File: config.mk
export PLATFORM = sky130hd
export DESIGN_NAME = pe_cntl
export DESIGN_NICKNAME = d
export VERILOG_FILES = /design/src/common/pe_cntl_pkg.sv /design/src/common/stop_cfg_pkg.sv /design/src/common/stop_cfg_if.sv /design/src/design/oob_command_ctrl.sv /design/src/design/pe_cntl.sv /design/src/design/stop_config_regs.sv /design/src/design/stop_option_rom.sv
export SDC_FILE = /design/constraint.sdc
export NUM_CORES = 1
export LEC_CHECK = 0
export BUFFER_PORTS_ARGS = -buffer_cell sky130_fd_sc_hd__buf_2
export CORE_AREA = 2 2 175 177
export DETAILED_ROUTE_END_ITERATION = 10
export DIE_AREA = 0 0 177 179
export PLACE_DENSITY = 0.37
export SETUP_SLACK_MARGIN = 0.2
export SLEW_MARGIN = 20
export SYNTH_ARGS = -nofsm -noshare
export SYNTH_HDL_FRONTEND = slang
export SYNTH_SLANG_ARGS = --single-unit
File: constraint.sdc
create_clock -name clk -period 0.8 [get_ports clk]
set_input_delay 0 -clock clk [delete_from_list [all_inputs] [get_ports clk]]
set_output_delay 0 -clock clk [all_outputs]
set_load 0.01 [all_outputs]
File: src/stop_options.hex
// operation src_addr0 dst_addr0 src_addr1 dst_addr1 src_type0 src_type1 num_operands
// One 128-bit entry per line, 32 hex digits, pointer 0 first
a0000c10011420022830033f40030008
a1100c11111421122831133f41130018
a2200c12211422222832233f42230028
a3300c13311423322833333f43330038
a4400c14411424422834433f44430048
a5500c15511425522835533f45530058
a6600c16611426622836633f46630068
a7700c17711427722837733f47730078
a8800c18811428822838833f48830088
a9900c19911429922839933f49930098
aaa00c1aa1142aa2283aa33f4aa300a8
abb00c1bb1142bb2283bb33f4bb300b8
acc00c1cc1142cc2283cc33f4cc300c8
add00c1dd1142dd2283dd33f4dd300d8
aee00c1ee1142ee2283ee33f4ee300e8
aff00c1ff1142ff2283ff33f4ff300f8

File: src/common/pe_cntl_pkg.sv
package pe_cntl_pkg;

  // --------------------------------------------------
  // OOB word layout
  // --------------------------------------------------

  localparam int OOB_DATA_W = 32;                    // One OOB word per cycle
  localparam int TUPLE_W    = 16;                    // Two tuples per word, tuple 0 in the low half
  localparam int OPTION_W   = 4;                     // Option code sits in the top of a tuple
  localparam int VALUE_W    = TUPLE_W - OPTION_W;

  // Option codes
  localparam logic [OPTION_W-1:0] OPTION_STOP = 4'h2;  // Value is a streaming-op pointer

  typedef logic [OOB_DATA_W-1:0] oob_word_t;

  // One {option, value} tuple
  typedef struct packed
  {
    logic [OPTION_W-1:0] option;
    logic [VALUE_W-1:0]  value;
  } tuple_t;

  // --------------------------------------------------
  // Lane and address geometry
  // --------------------------------------------------

  localparam int NUM_LANES      = 4;
  localparam int LANE_BITS      = $clog2(NUM_LANES);
  localparam int ADDR_W         = 24;
  // Lane number replaces bits [LANE_FIELD_LSB +: LANE_BITS] of a common address
  localparam int LANE_FIELD_LSB = 10;

  typedef logic [ADDR_W-1:0] addr_t;
  typedef addr_t [NUM_LANES-1:0] lane_addr_t;    // Lane 0 in the low slot

endpackage

File: src/common/stop_cfg_pkg.sv
package stop_cfg_pkg;

  // Option memory geometry
  localparam int    ROM_DEPTH = 16;
  localparam int    PTR_W     = $clog2(ROM_DEPTH);  // Low bits of a tuple value
  localparam string ROM_FILE  = "/design/src/stop_options.hex";

  typedef logic [PTR_W-1:0] ptr_t;

  // Streaming-op field types
  typedef logic [7:0]  operation_t;
  typedef logic [3:0]  data_type_t;      // Bit, nibble, byte, word
  typedef logic [15:0] num_operands_t;

  // One option memory entry, 128 bits, operation at the top
  typedef struct packed
  {
    operation_t         operation;
    pe_cntl_pkg::addr_t src_addr0;
    pe_cntl_pkg::addr_t dst_addr0;
    pe_cntl_pkg::addr_t src_addr1;
    pe_cntl_pkg::addr_t dst_addr1;
    data_type_t         src_type0;
    data_type_t         src_type1;
    num_operands_t      num_operands;
  } stop_cfg_t;

endpackage

File: src/common/stop_cfg_if.sv
`timescale 1ns/1ns

// Registered streaming-op configuration and its start bit
interface stop_cfg_if;
  import stop_cfg_pkg::*;

  logic      enable;   // Streaming op running
  stop_cfg_t cfg;      // Common configuration for all lanes

  // Configuration registers drive
  modport source
  (
    output enable,
    output cfg
  );

  // Lane fan-out reads
  modport sink
  (
    input enable,
    input cfg
  );

endinterface

File: src/design/oob_command_ctrl.sv
`timescale 1ns/1ns

module oob_command_ctrl
(
  input  logic                   clk,
  input  logic                   reset,
  input  logic                   oob_valid,
  input  pe_cntl_pkg::oob_word_t oob_data,
  input  logic                   stop_complete,
  output logic                   oob_ready,
  output stop_cfg_pkg::ptr_t     ptr,
  output logic                   load,
  output logic                   complete_rise
);
  import pe_cntl_pkg::*;
  import stop_cfg_pkg::*;

  tuple_t tuple0;
  tuple_t tuple1;
  logic   stop_in_t0;
  logic   stop_in_t1;
  logic   accept;
  logic   busy;            // Command in flight
  logic   complete_d1;
  logic   complete_fall;

  // --------------------------------------------------
  // Tuple decode
  // --------------------------------------------------

  assign tuple0 = oob_data[TUPLE_W-1:0];
  assign tuple1 = oob_data[OOB_DATA_W-1:TUPLE_W];

  assign stop_in_t0 = (tuple0.option == OPTION_STOP);
  assign stop_in_t1 = (tuple1.option == OPTION_STOP);

  assign oob_ready = ~busy;
  assign accept    = oob_valid & oob_ready;   // Only one command at a time

  // Tuple 0 wins when both carry a pointer, otherwise keep the old one
  always_ff @(posedge clk)
  begin
    if (reset)
      ptr <= '0;
    else if (accept && stop_in_t0)
      ptr <= tuple0.value[PTR_W-1:0];
    else if (accept && stop_in_t1)
      ptr <= tuple1.value[PTR_W-1:0];
  end

  // --------------------------------------------------
  // Busy tracking and complete edges
  // --------------------------------------------------

  assign complete_rise = stop_complete & ~complete_d1;
  assign complete_fall = ~stop_complete & complete_d1;

  always_ff @(posedge clk)
  begin
    if (reset)
    begin
      busy        <= 1'b0;
      load        <= 1'b0;
      complete_d1 <= 1'b0;
    end
    else
    begin
      load        <= accept;            // Pointer is valid the cycle after accept
      complete_d1 <= stop_complete;
      if (accept)
        busy <= 1'b1;
      else if (complete_fall)
        busy <= 1'b0;                   // Streaming op is idle again
    end
  end

endmodule

File: src/design/pe_cntl.sv
`timescale 1ns/1ns

module pe_cntl
(
  input  logic                        clk,
  input  logic                        reset,

  // OOB command stream
  input  logic                        oob_valid,
  input  pe_cntl_pkg::oob_word_t      oob_data,
  output logic                        oob_ready,

  // Streaming op control
  input  logic                        stop_complete,
  output logic                        stop_enable,
  output stop_cfg_pkg::operation_t    stop_operation,
  output pe_cntl_pkg::lane_addr_t     lane_src_addr0,
  output pe_cntl_pkg::lane_addr_t     lane_dst_addr0,
  output pe_cntl_pkg::lane_addr_t     lane_src_addr1,
  output pe_cntl_pkg::lane_addr_t     lane_dst_addr1,
  output stop_cfg_pkg::data_type_t    src_type0,
  output stop_cfg_pkg::data_type_t    src_type1,
  output stop_cfg_pkg::num_operands_t num_operands
);
  import pe_cntl_pkg::*;
  import stop_cfg_pkg::*;

  ptr_t      ptr;
  logic      load;
  logic      complete_rise;
  stop_cfg_t entry;

  stop_cfg_if cfg_bus ();

  // Lane number goes into the fixed lane field of a common address
  function automatic addr_t insert_lane(addr_t addr, logic [LANE_BITS-1:0] lane);
    addr_t result;
    result = addr;
    result[LANE_FIELD_LSB +: LANE_BITS] = lane;
    return result;
  endfunction

  // --------------------------------------------------
  // Command path
  // --------------------------------------------------

  oob_command_ctrl u_oob_command_ctrl
  (
    .clk           (clk),
    .reset         (reset),
    .oob_valid     (oob_valid),
    .oob_data      (oob_data),
    .stop_complete (stop_complete),
    .oob_ready     (oob_ready),
    .ptr           (ptr),
    .load          (load),
    .complete_rise (complete_rise)
  );

  stop_option_rom u_stop_option_rom
  (
    .ptr   (ptr),
    .entry (entry)
  );

  stop_config_regs u_stop_config_regs
  (
    .clk           (clk),
    .reset         (reset),
    .load          (load),
    .complete_rise (complete_rise),
    .entry         (entry),
    .cfg_out       (cfg_bus)
  );

  // --------------------------------------------------
  // Fan-out to the execution lanes
  // --------------------------------------------------

  assign stop_enable    = cfg_bus.enable;
  assign stop_operation = cfg_bus.cfg.operation;
  assign src_type0      = cfg_bus.cfg.src_type0;      // Same for every lane
  assign src_type1      = cfg_bus.cfg.src_type1;
  assign num_operands   = cfg_bus.cfg.num_operands;

  for (genvar lane = 0; lane < NUM_LANES; lane++)
  begin : g_lane
    localparam logic [LANE_BITS-1:0] LANE_ID = LANE_BITS'(lane);

    assign lane_src_addr0[lane] = insert_lane(cfg_bus.cfg.src_addr0, LANE_ID);
    assign lane_dst_addr0[lane] = insert_lane(cfg_bus.cfg.dst_addr0, LANE_ID);
    assign lane_src_addr1[lane] = insert_lane(cfg_bus.cfg.src_addr1, LANE_ID);
    assign lane_dst_addr1[lane] = insert_lane(cfg_bus.cfg.dst_addr1, LANE_ID);
  end

endmodule

File: src/design/stop_config_regs.sv
`timescale 1ns/1ns

module stop_config_regs
(
  input  logic                    clk,
  input  logic                    reset,
  input  logic                    load,
  input  logic                    complete_rise,
  input  stop_cfg_pkg::stop_cfg_t entry,
  stop_cfg_if.source              cfg_out
);
  import stop_cfg_pkg::*;

  logic      enable_q;
  stop_cfg_t cfg_q;

  // --------------------------------------------------
  // Configuration capture
  // --------------------------------------------------

  always_ff @(posedge clk)
  begin
    if (reset)
      cfg_q <= '0;
    else if (load)
      cfg_q <= entry;       // Held until the next command
  end

  // Start bit, a new command beats a late complete
  always_ff @(posedge clk)
  begin
    if (reset)
      enable_q <= 1'b0;
    else if (load)
      enable_q <= 1'b1;
    else if (complete_rise)
      enable_q <= 1'b0;
  end

  assign cfg_out.enable = enable_q;
  assign cfg_out.cfg    = cfg_q;

endmodule

File: src/design/stop_option_rom.sv
`timescale 1ns/1ns

module stop_option_rom
(
  input  stop_cfg_pkg::ptr_t      ptr,
  output stop_cfg_pkg::stop_cfg_t entry
);
  import stop_cfg_pkg::*;

  // One packed entry per word, same layout as stop_cfg_t
  logic [$bits(stop_cfg_t)-1:0] mem [ROM_DEPTH];

  // Contents are preloaded once and never written
  initial
  begin
    $readmemh(ROM_FILE, mem);
  end

  // Combinational read
  assign entry = stop_cfg_t'(mem[ptr]);

endmodule

# [Word-level counts from Yosys, hierarchy flattened]
# Cells that the tools add are included.
[totals] wordCells=24 input_bits=36 reg_bits=132 output_inout_bits=418
[op_classes] bitwise=6 reduce_logical=2 muxes=4
[ops] operator="two-way mux 1 bit" n=4
[ops] operator="nonzero test 2 bit" n=2
[ops] operator="AND 1 bit" n=3
[ops] operator="inverter 1 bit" n=3

# [Longest topological paths before layout]
# Gate-level depths: netlist of run 1.
[depth] depth_word=4 mapped_depth=2 ltp_nobuf=2

# [Cells and area by module]
# Synthesis of run 1 repeated with hierarchy kept, for this count alone.
[unflattened] cells_unflattened=880 hier_area_um2=8216.6
[modules_own_cells] mod="stop_config_regs" area_per_inst_um2=4675.7 instances=1 cells_each=417 seq_area_each_um2=2582.5
[modules_own_cells] mod="pe_cntl" area_per_inst_um2=2229.6 instances=1 cells_each=298 seq_area_each_um2=0.0
[modules_own_cells] mod="stop_option_rom" area_per_inst_um2=964.7 instances=1 cells_each=129 seq_area_each_um2=0.0
[modules_own_cells] mod="oob_command_ctrl" area_per_inst_um2=346.6 instances=1 cells_each=36 seq_area_each_um2=140.1

# [Worst setup path before layout of run 1]
# Ideal clock, no wire load.
[synth_path] path_kind="register to register" startpoint="register u_oob_command_ctrl.busy" endpoint="register u_oob_command_ctrl.busy" setup_time_ns=0.091 synth_period_minus_slack_ns=0.680 arrival_time_ns=0.589 path_stages_with_launch=3 required_time_ns=0.709 path_buffers=0 setup_slack_ns=0.120 cell_sequence="dfxtp_1 nor2_1 a311oi_1"
[synth_between] elab_chain_len=3 word_cells_on_any_way=4 classes_between="mux (1); bitwise (2); reduce/logical (1)"
[synth_rtl] element="start: declaration" line_no="oob_command_ctrl.sv:23" rtl="logic busy;"
[synth_rtl] element="start signal: assignment" line_no="oob_command_ctrl.sv:62" rtl="busy <= 1'b0;"
[synth_rtl] element="start signal: assignment" line_no="oob_command_ctrl.sv:71" rtl="busy <= 1'b1;"
[synth_rtl] element="start signal: assignment" line_no="oob_command_ctrl.sv:73" rtl="busy <= 1'b0;"
[synth_rtl] element="inverter 1 bit *" line_no="oob_command_ctrl.sv:37" rtl="assign oob_ready = ~busy;"
[synth_rtl] element="AND 1 bit *" line_no="oob_command_ctrl.sv:38" rtl="assign accept = oob_valid & oob_ready;"
[synth_rtl] element="two-way mux 1 bit or nonzero test 2 bit (tied branches)"
# Every way passes the cells marked *; elsewhere a longest branch is shown, timed or not.
# A chain may end at the register's enable or synchronous reset.

# [Worst setup path after layout of run 1]
[layout_path] startpoint="register u_oob_command_ctrl.busy" endpoint="output port oob_ready"
[layout_between] elab_chain_len=1
[layout_rtl] element="inverter 1 bit" line_no="oob_command_ctrl.sv:37"
[layout_rtl] element="end: declaration" line_no="pe_cntl.sv:11" rtl="output logic oob_ready,"
# No other way between the ends.

==> reports/summary.txt, run 1 <==
status -> complete, but fails checks
failing checks -> negative hold slack
Die H -> 179 um
dpl cell area -> 0.00222 mm2
Syn Inst Count -> 431
Crit. End Element -> primary output
area grow syn2layout -> -29.2%
largest net degree at the start of global routing -> 5
Arr. time, crit path -> 0.72 ns
clock buffer depth -> 2
Tot GR Track Use -> 0.580%
CTS buffer count -> 3
worst-path fanout max -> 4
Ant. Diodes -> 0
crit start category -> flop
# IOs -> 454
Vias -> 1187
post-synthesis cell type count -> 8
Ys Warns -> 0
max-slew violations -> 0
Final period util -> 90.2%
post-route ant nets -> 0
Reg2Reg Depth -> 2
Pwr Density -> 841 mW/mm2
storage element area -> 83.8 um2
initial antenna violation count -> 0
fraction of layout cells with a size suffix above 1 -> 2.97%
Yosys reg bits -> 4
Avg Vias per Cell -> 1.42
min Tclk post-route -> 0.722 ns
RSZ-0062 raised after global routing -> yes
max cap viols -> 0
Seq/Total Area, Yosys -> 2.46%
Max VDD drop -> 0.927 mV
Residual DRC -> 0
DIE AREA -> 0.0317 mm2
Area contributors post-synth -> buf_4 96%, dfxtp_1 2.5%, nor3b_1 0.46%
die span in x -> 177 um
tightest hold margin -> -0.00841 ns
row count -> 64
cell accounting for the most synthesized area -> buf_4
Skew-Pair Late Insertion Delay -> 0.22 ns
clock slew at reported path FFs -> 0.03 ns
aggregate routed wire length -> 2160 um
clk sinks -> 4
H-tree level count -> 1
# nets final -> 475
gr ovfl total -> 0
Starting Density -> 10.9%
Core ar. -> 0.0300 mm2
highest clock rate -> 1.39 GHz
area share of the largest cell type after synthesis -> 95.9%
Pwr Total -> 1.94 mW
routability cong. -> 0.577
Cell Area, Synth -> 0.00326 mm2
Setup TNS -> 0 ns
Final Hold Viols -> 4
design area -> 0.00231 mm2
final setup violation count -> 0
First-pass DRT Iterations -> 3
Crit Path Class -> flop to primary output
global-route wire length before repair -> 1190 um
CTS tree -> built
syn avg cell area -> 7.56 um2
I/O Buffers -> 5
Hold Crit Depth -> 2
HPWL Detailed -> 2110 um
HP Class -> input port to flop
Clock Skew -> 0.000801 ns
leakage -> 1.46 nW
Root Driver -> clkbuf_16
Required @ worst endpoint -> 0.80 ns
post-DR wirelength/cell -> 2.59 um
initial drt markers -> 4
FILL cells -> 3502
vias in the first global route -> 244
Multi-input gate area -> 0.00161 mm2
## final cells by class
class	instances	share of cell area, %
well taps	396	21.5
inverters	2	0.326
flip-flops and latches	4	3.64
repair buffers	5	1.63
multi-input cells	423	69.7
clock buffers	3	3.26
## path summary, 6_finish.rpt
path	to	start	slack, ns
worst max-delay path	oob_ready	u_oob_command_ctrl.busy	0.08
worst min-delay path	u_oob_command_ctrl.complete_d1	reset	-0.008
worst max register to register	u_oob_command_ctrl.busy	u_oob_command_ctrl.busy	0.12
worst min register to register	u_oob_command_ctrl.load	u_oob_command_ctrl.busy	0.45
## report_power, final
group	leakage [nW]	switching (mW)	total (mW)	internal (mW)
Sequential	0.0341	0.0102	0.225	0.215
Combinational	1.39	0.910	0.936	0.0268
Clock	0.0370	0.140	0.778	0.638
## metal layers
metal | global-route usage (%) | share of wire (%) | vias to the layer above
li1 | - | - | 476
met1 | 0.306 | 11 | 482
met2 | 0.811 | 50 | 224
met3 | 0.276 | 34 | 5
met4 | 1.45 | 4.2 | 0
met5 | 0 | 0 | -
## cell families after synthesis
logic type	Yosys count	share of synthesized area [%]
simple gates	6	0.960
buf+inv	418	96.1
compound gates	1	0.269
other cells	2	0.231
flops	4	2.46
## stage by stage
stage,worst slack (ns),hold slack (ns),utilization [%],instances
after floorplan,0.179,0.0706,-,845
final,0.0780,-0.00841,7.68,833
after global routing,0.0596,-0.000664,7.68,833
after CTS,0.0669,-0.0209,7.66,833
after detailed placement,0.148,0.214,7.38,830
after global placement,0.142,0.219,7.38,830
## synth_stat cells
| cell type | instances |
|---|---|
| a311oi_1 | 1 |
| buf_4 | 416 |
| conb_1 | 2 |
| dfxtp_1 | 4 |
| inv_1 | 2 |
| nor2_1 | 3 |
| nor3_1 | 1 |
| nor3b_1 | 2 |
## cell usage in the layout (no fill, tap or decap), drive strengths merged
cell type    n
nor3b        2
nor3         1
buf          5
nor2         3
conb       416
clkbuf       3
dfxtp        4
inv          2
a311oi       1
## state kept, by name, indices dropped and copies added, names as in the netlist
name and count:
u_oob_command_ctrl.busy 1, u_oob_command_ctrl.complete_d1 1, u_oob_command_ctrl.load 1, u_stop_config_regs.cfg_out.enable 1
## critical path, stage by stage, from the launching register on
cell     delay (ns)
dfxtp_2        0.35
inv_2          0.04
buf_6          0.11
## repair_timing
item | CTS | global route
pin swaps | 2 | 0
endpoints found under the hold margin | 4 | 2
setup buffers | 0 | 0
gates resized for setup | 3 | 2
endpoints found under the setup margin | 4 | 5
Note: power is estimated with default switching activity, not from simulation.
==> inputs of run 2 (changes only) <==
ABC_AREA = 1   (was not set)
CORE_AREA = 2 2 176 178   (was 2 2 175 177)
DIE_AREA = 0 0 178 180   (was 0 0 177 179)
REMOVE_ABC_BUFFERS = 1   (was not set)
SLEW_MARGIN = not set   (was 20)
==> run 2 against run 1 <==
The run now ends clean. Final area up 0.54%. Utilization about the same. Critical path type unchanged. Synthesized area up 0.35%. Clock skew about the same. Register-to-register slack better by 0.04 ns. Combinational power up 2.9%. Critical endpoint unchanged. Wire length up 6.1%. Via count up 0.67%. Count of clock-buffer cells in the layout unchanged. Sequential share of layout area about the same. Largest cell class unchanged.
==> reports/summary.txt, run 2 <==
status -> completed
crit start category -> flop
Skew-Pair Late Insertion Delay -> 0.22 ns (about the same)
Final Core Density -> 7.68% (about the same)
WP buf/inv -> 2 (unchanged)
tightest hold margin -> 0.000437 ns (+0.00885 ns)
gr ovfl total -> 0 (unchanged)
# nets final -> 480 (+1.1%)
final setup violation count -> 0 (unchanged)
design area -> 0.00232 mm2 (+0.54%)
FILL cells -> 3541 (+1.1%)
Crit. End Element -> primary output
Max VDD drop -> 1.17 mV (+27%)
Vias -> 1195 (+0.67%)
CP max stage delay -> 0.32 ns (-0.03 ns)
CTS tree -> built
H-tree level count -> 1 (unchanged)
Crit Path Class -> flop to primary output
Syn Inst Count -> 436 (+1.2%)
HPWL Detailed -> 2290 um (+8.2%)
worst setup margin -> 0.101 ns (+0.0233 ns)
most frequent cells in the layout -> 416 x conb_1, 5 x nand2_1
max-slew violations -> 0 (unchanged)
leakage -> 1.48 nW (+0.83%)
CP max stage cell -> dfxtp_2
Required @ worst endpoint -> 0.80 ns (about the same)
I/O Buffers -> 5 (unchanged)
post-route ant nets -> 0 (unchanged)
commonest non-fill, non-tap cell in the layout -> conb_1
die span in x -> 178 um (+0.56%)
routability cong. -> 0.586 (+1.4%)
# IOs -> 454 (unchanged)
largest net degree at the start of global routing -> 6 (+1)
DIE AREA -> 0.0320 mm2 (+1.1%)
Seq/Total Area, Yosys -> 2.45% (-0.0085 points)
postcts setup bufs -> 0 (unchanged)
ys async rst share -> 0% (unchanged)
Area contributors post-synth -> buf_4 96%, dfxtp_1 2.4%, nand2_1 0.57%
Root Driver -> clkbuf_16
Pwr Density -> 843 mW/mm2 (+0.25%)
most common cell in the netlist -> buf_4
min Tclk post-route -> 0.699 ns (-0.0233 ns)
cell accounting for the most synthesized area -> buf_4
Post-synth EDFFs -> 0 (unchanged)
worst-path cell chain -> inv_4 > buf_6
initial drt markers -> 2 (-2)
Yosys reg bits -> 4 (unchanged)
commonest cells in the netlist -> 416 x buf_4, 5 x nand2_1, 4 x dfxtp_1, 4 x inv_1, 3 x nor2_1
Setup TNS -> 0 ns (unchanged)
hold wc startpoint -> reset
Clock Skew -> 0.00111 ns (+0.000308 ns)
Final period util -> 87.3% (-2.9 points)
Starting Density -> 10.8% (-0.020 points)
Arr. time, crit path -> 0.70 ns (-0.02 ns)
Critical Path Source -> u_oob_command_ctrl.busy
Final Hold Viols -> 0 (-4)
RSZ-0062 raised after global routing -> yes
clock buffer depth -> 2 (unchanged)
row count -> 64 (unchanged)
initial antenna violation count -> 0 (unchanged)
post-synthesis cell type count -> 8 (unchanged)
fraction of layout cells with a size suffix above 1 -> 3.17% (+0.19 points)
HP Class -> input port to flop
reg2reg start -> u_oob_command_ctrl.busy
Ant. Diodes -> 0 (unchanged)
post-DR wirelength/cell -> 2.73 um (+5.5%)
Die H -> 180 um (+0.56%)
Ys Warns -> 0 (unchanged)
worst-path fanout max -> 3 (-1)
vias in the first global route -> 259 (+6.1%)
Residual DRC -> 0 (unchanged)
area share of the largest cell type after synthesis -> 95.5% (-0.33 points)
dpl ws -> 0.113 ns (-0.0354 ns)
max cap viols -> 0 (unchanged)
syn avg cell area -> 7.50 um2 (-0.81%)
Tot GR Track Use -> 0.467% (-0.11 points)
dpl cell area -> 0.00222 mm2 (+0.23%)
clk sinks -> 4 (unchanged)
global-route wire length before repair -> 1200 um (+0.59%)
First-pass DRT Iterations -> 2 (-1)
area grow syn2layout -> -29.1%
most common flop cell mapped by yosys -> dfxtp_1
Cell Area, Synth -> 0.00327 mm2 (+0.35%)
crit-path leading delay family -> flip-flops
highest clock rate -> 1.43 GHz (+3.3%)
clock slew at reported path FFs -> 0.03 ns (about the same)
Avg Vias per Cell -> 1.43 (about the same)
Core ar. -> 0.0302 mm2 (+0.53%)
CTS buffer count -> 3 (unchanged)
aggregate routed wire length -> 2290 um (+6.1%)
## run 2: changes by cell type in the layout (fill, tap and decap cells not counted)
| cell | change |
|---|---|
| a21oi_2 | +1 |
| nor3b_2 | -1 |
| nor3_1 | -1 |
| o21ai_2 | +1 |
| inv_2 | -1 |
| inv_4 | +1 |
| inv_1 | +2 |
| nor3b_1 | -1 |
| nand2_1 | +5 |
| a311oi_1 | -1 |
## run 2: timing repair
| item | CTS | global route |
|---|---|---|
| resized for setup | 7 | 1 |
| hold buffers | 0 | 0 |
| setup endpoints to repair | 5 | 5 |
## run 2: through the flow
stage               power [mW]  instances
floorplan                 1.09        434
CTS                       1.92        838
finish                    1.96        838
global placement          1.12        835
global route              2.13        838
detailed placement        1.12        835
## run 2: final timing paths
path / depth (start not counted) / slack [ns] / end
max: 2 / 0.10 / oob_ready
min: 2 / 0.0004 / u_stop_config_regs.cfg_out.enable
max reg2reg: 4 / 0.16 / u_oob_command_ctrl.busy
min reg2reg: 2 / 0.44 / u_stop_config_regs.cfg_out.enable
## run 2: layer usage
metal	wire (um)	vias to the layer above	track usage, %	share of wire (%)
met5	0	-	0	0
met4	0	0	0.0984	0
met3	758	0	0.317	33
met2	1320	223	1.07	57
met1	215	487	0.242	9.4
li1	-	485	-	-
## run 2: power breakdown
group / leakage [nW] / internal (mW) / total [mW] / switching [mW]
Combinational: 1.41 / 0.0340 / 0.963 / 0.929
Clock: 0.0370 / 0.637 / 0.766 / 0.128
Sequential: 0.0341 / 0.219 / 0.227 / 0.00836
## run 2: area by class of cell
class / count / area (um2) / area share [%]
multi-input combinational: 426 / 1610 / 69.4
tap: 396 / 495 / 21.4
sequential: 4 / 83.8 / 3.62
clock buffer: 3 / 75.1 / 3.24
timing repair buffer: 5 / 37.5 / 1.62
inverter: 4 / 17.5 / 0.756
## run 2: cells by family (layout without fill, tap and decap cells)
logic type | Yosys count | after routing | share of synthesized area (%)
DFF | 4 | 4 | 2.45
and+or+nand+nor | 8 | 8 | 0.919
AOI/OAI and AO/OA | 2 | 2 | 0.421
other | 2 | 416 | 0.230
buffers and inverters | 420 | 12 | 96.0
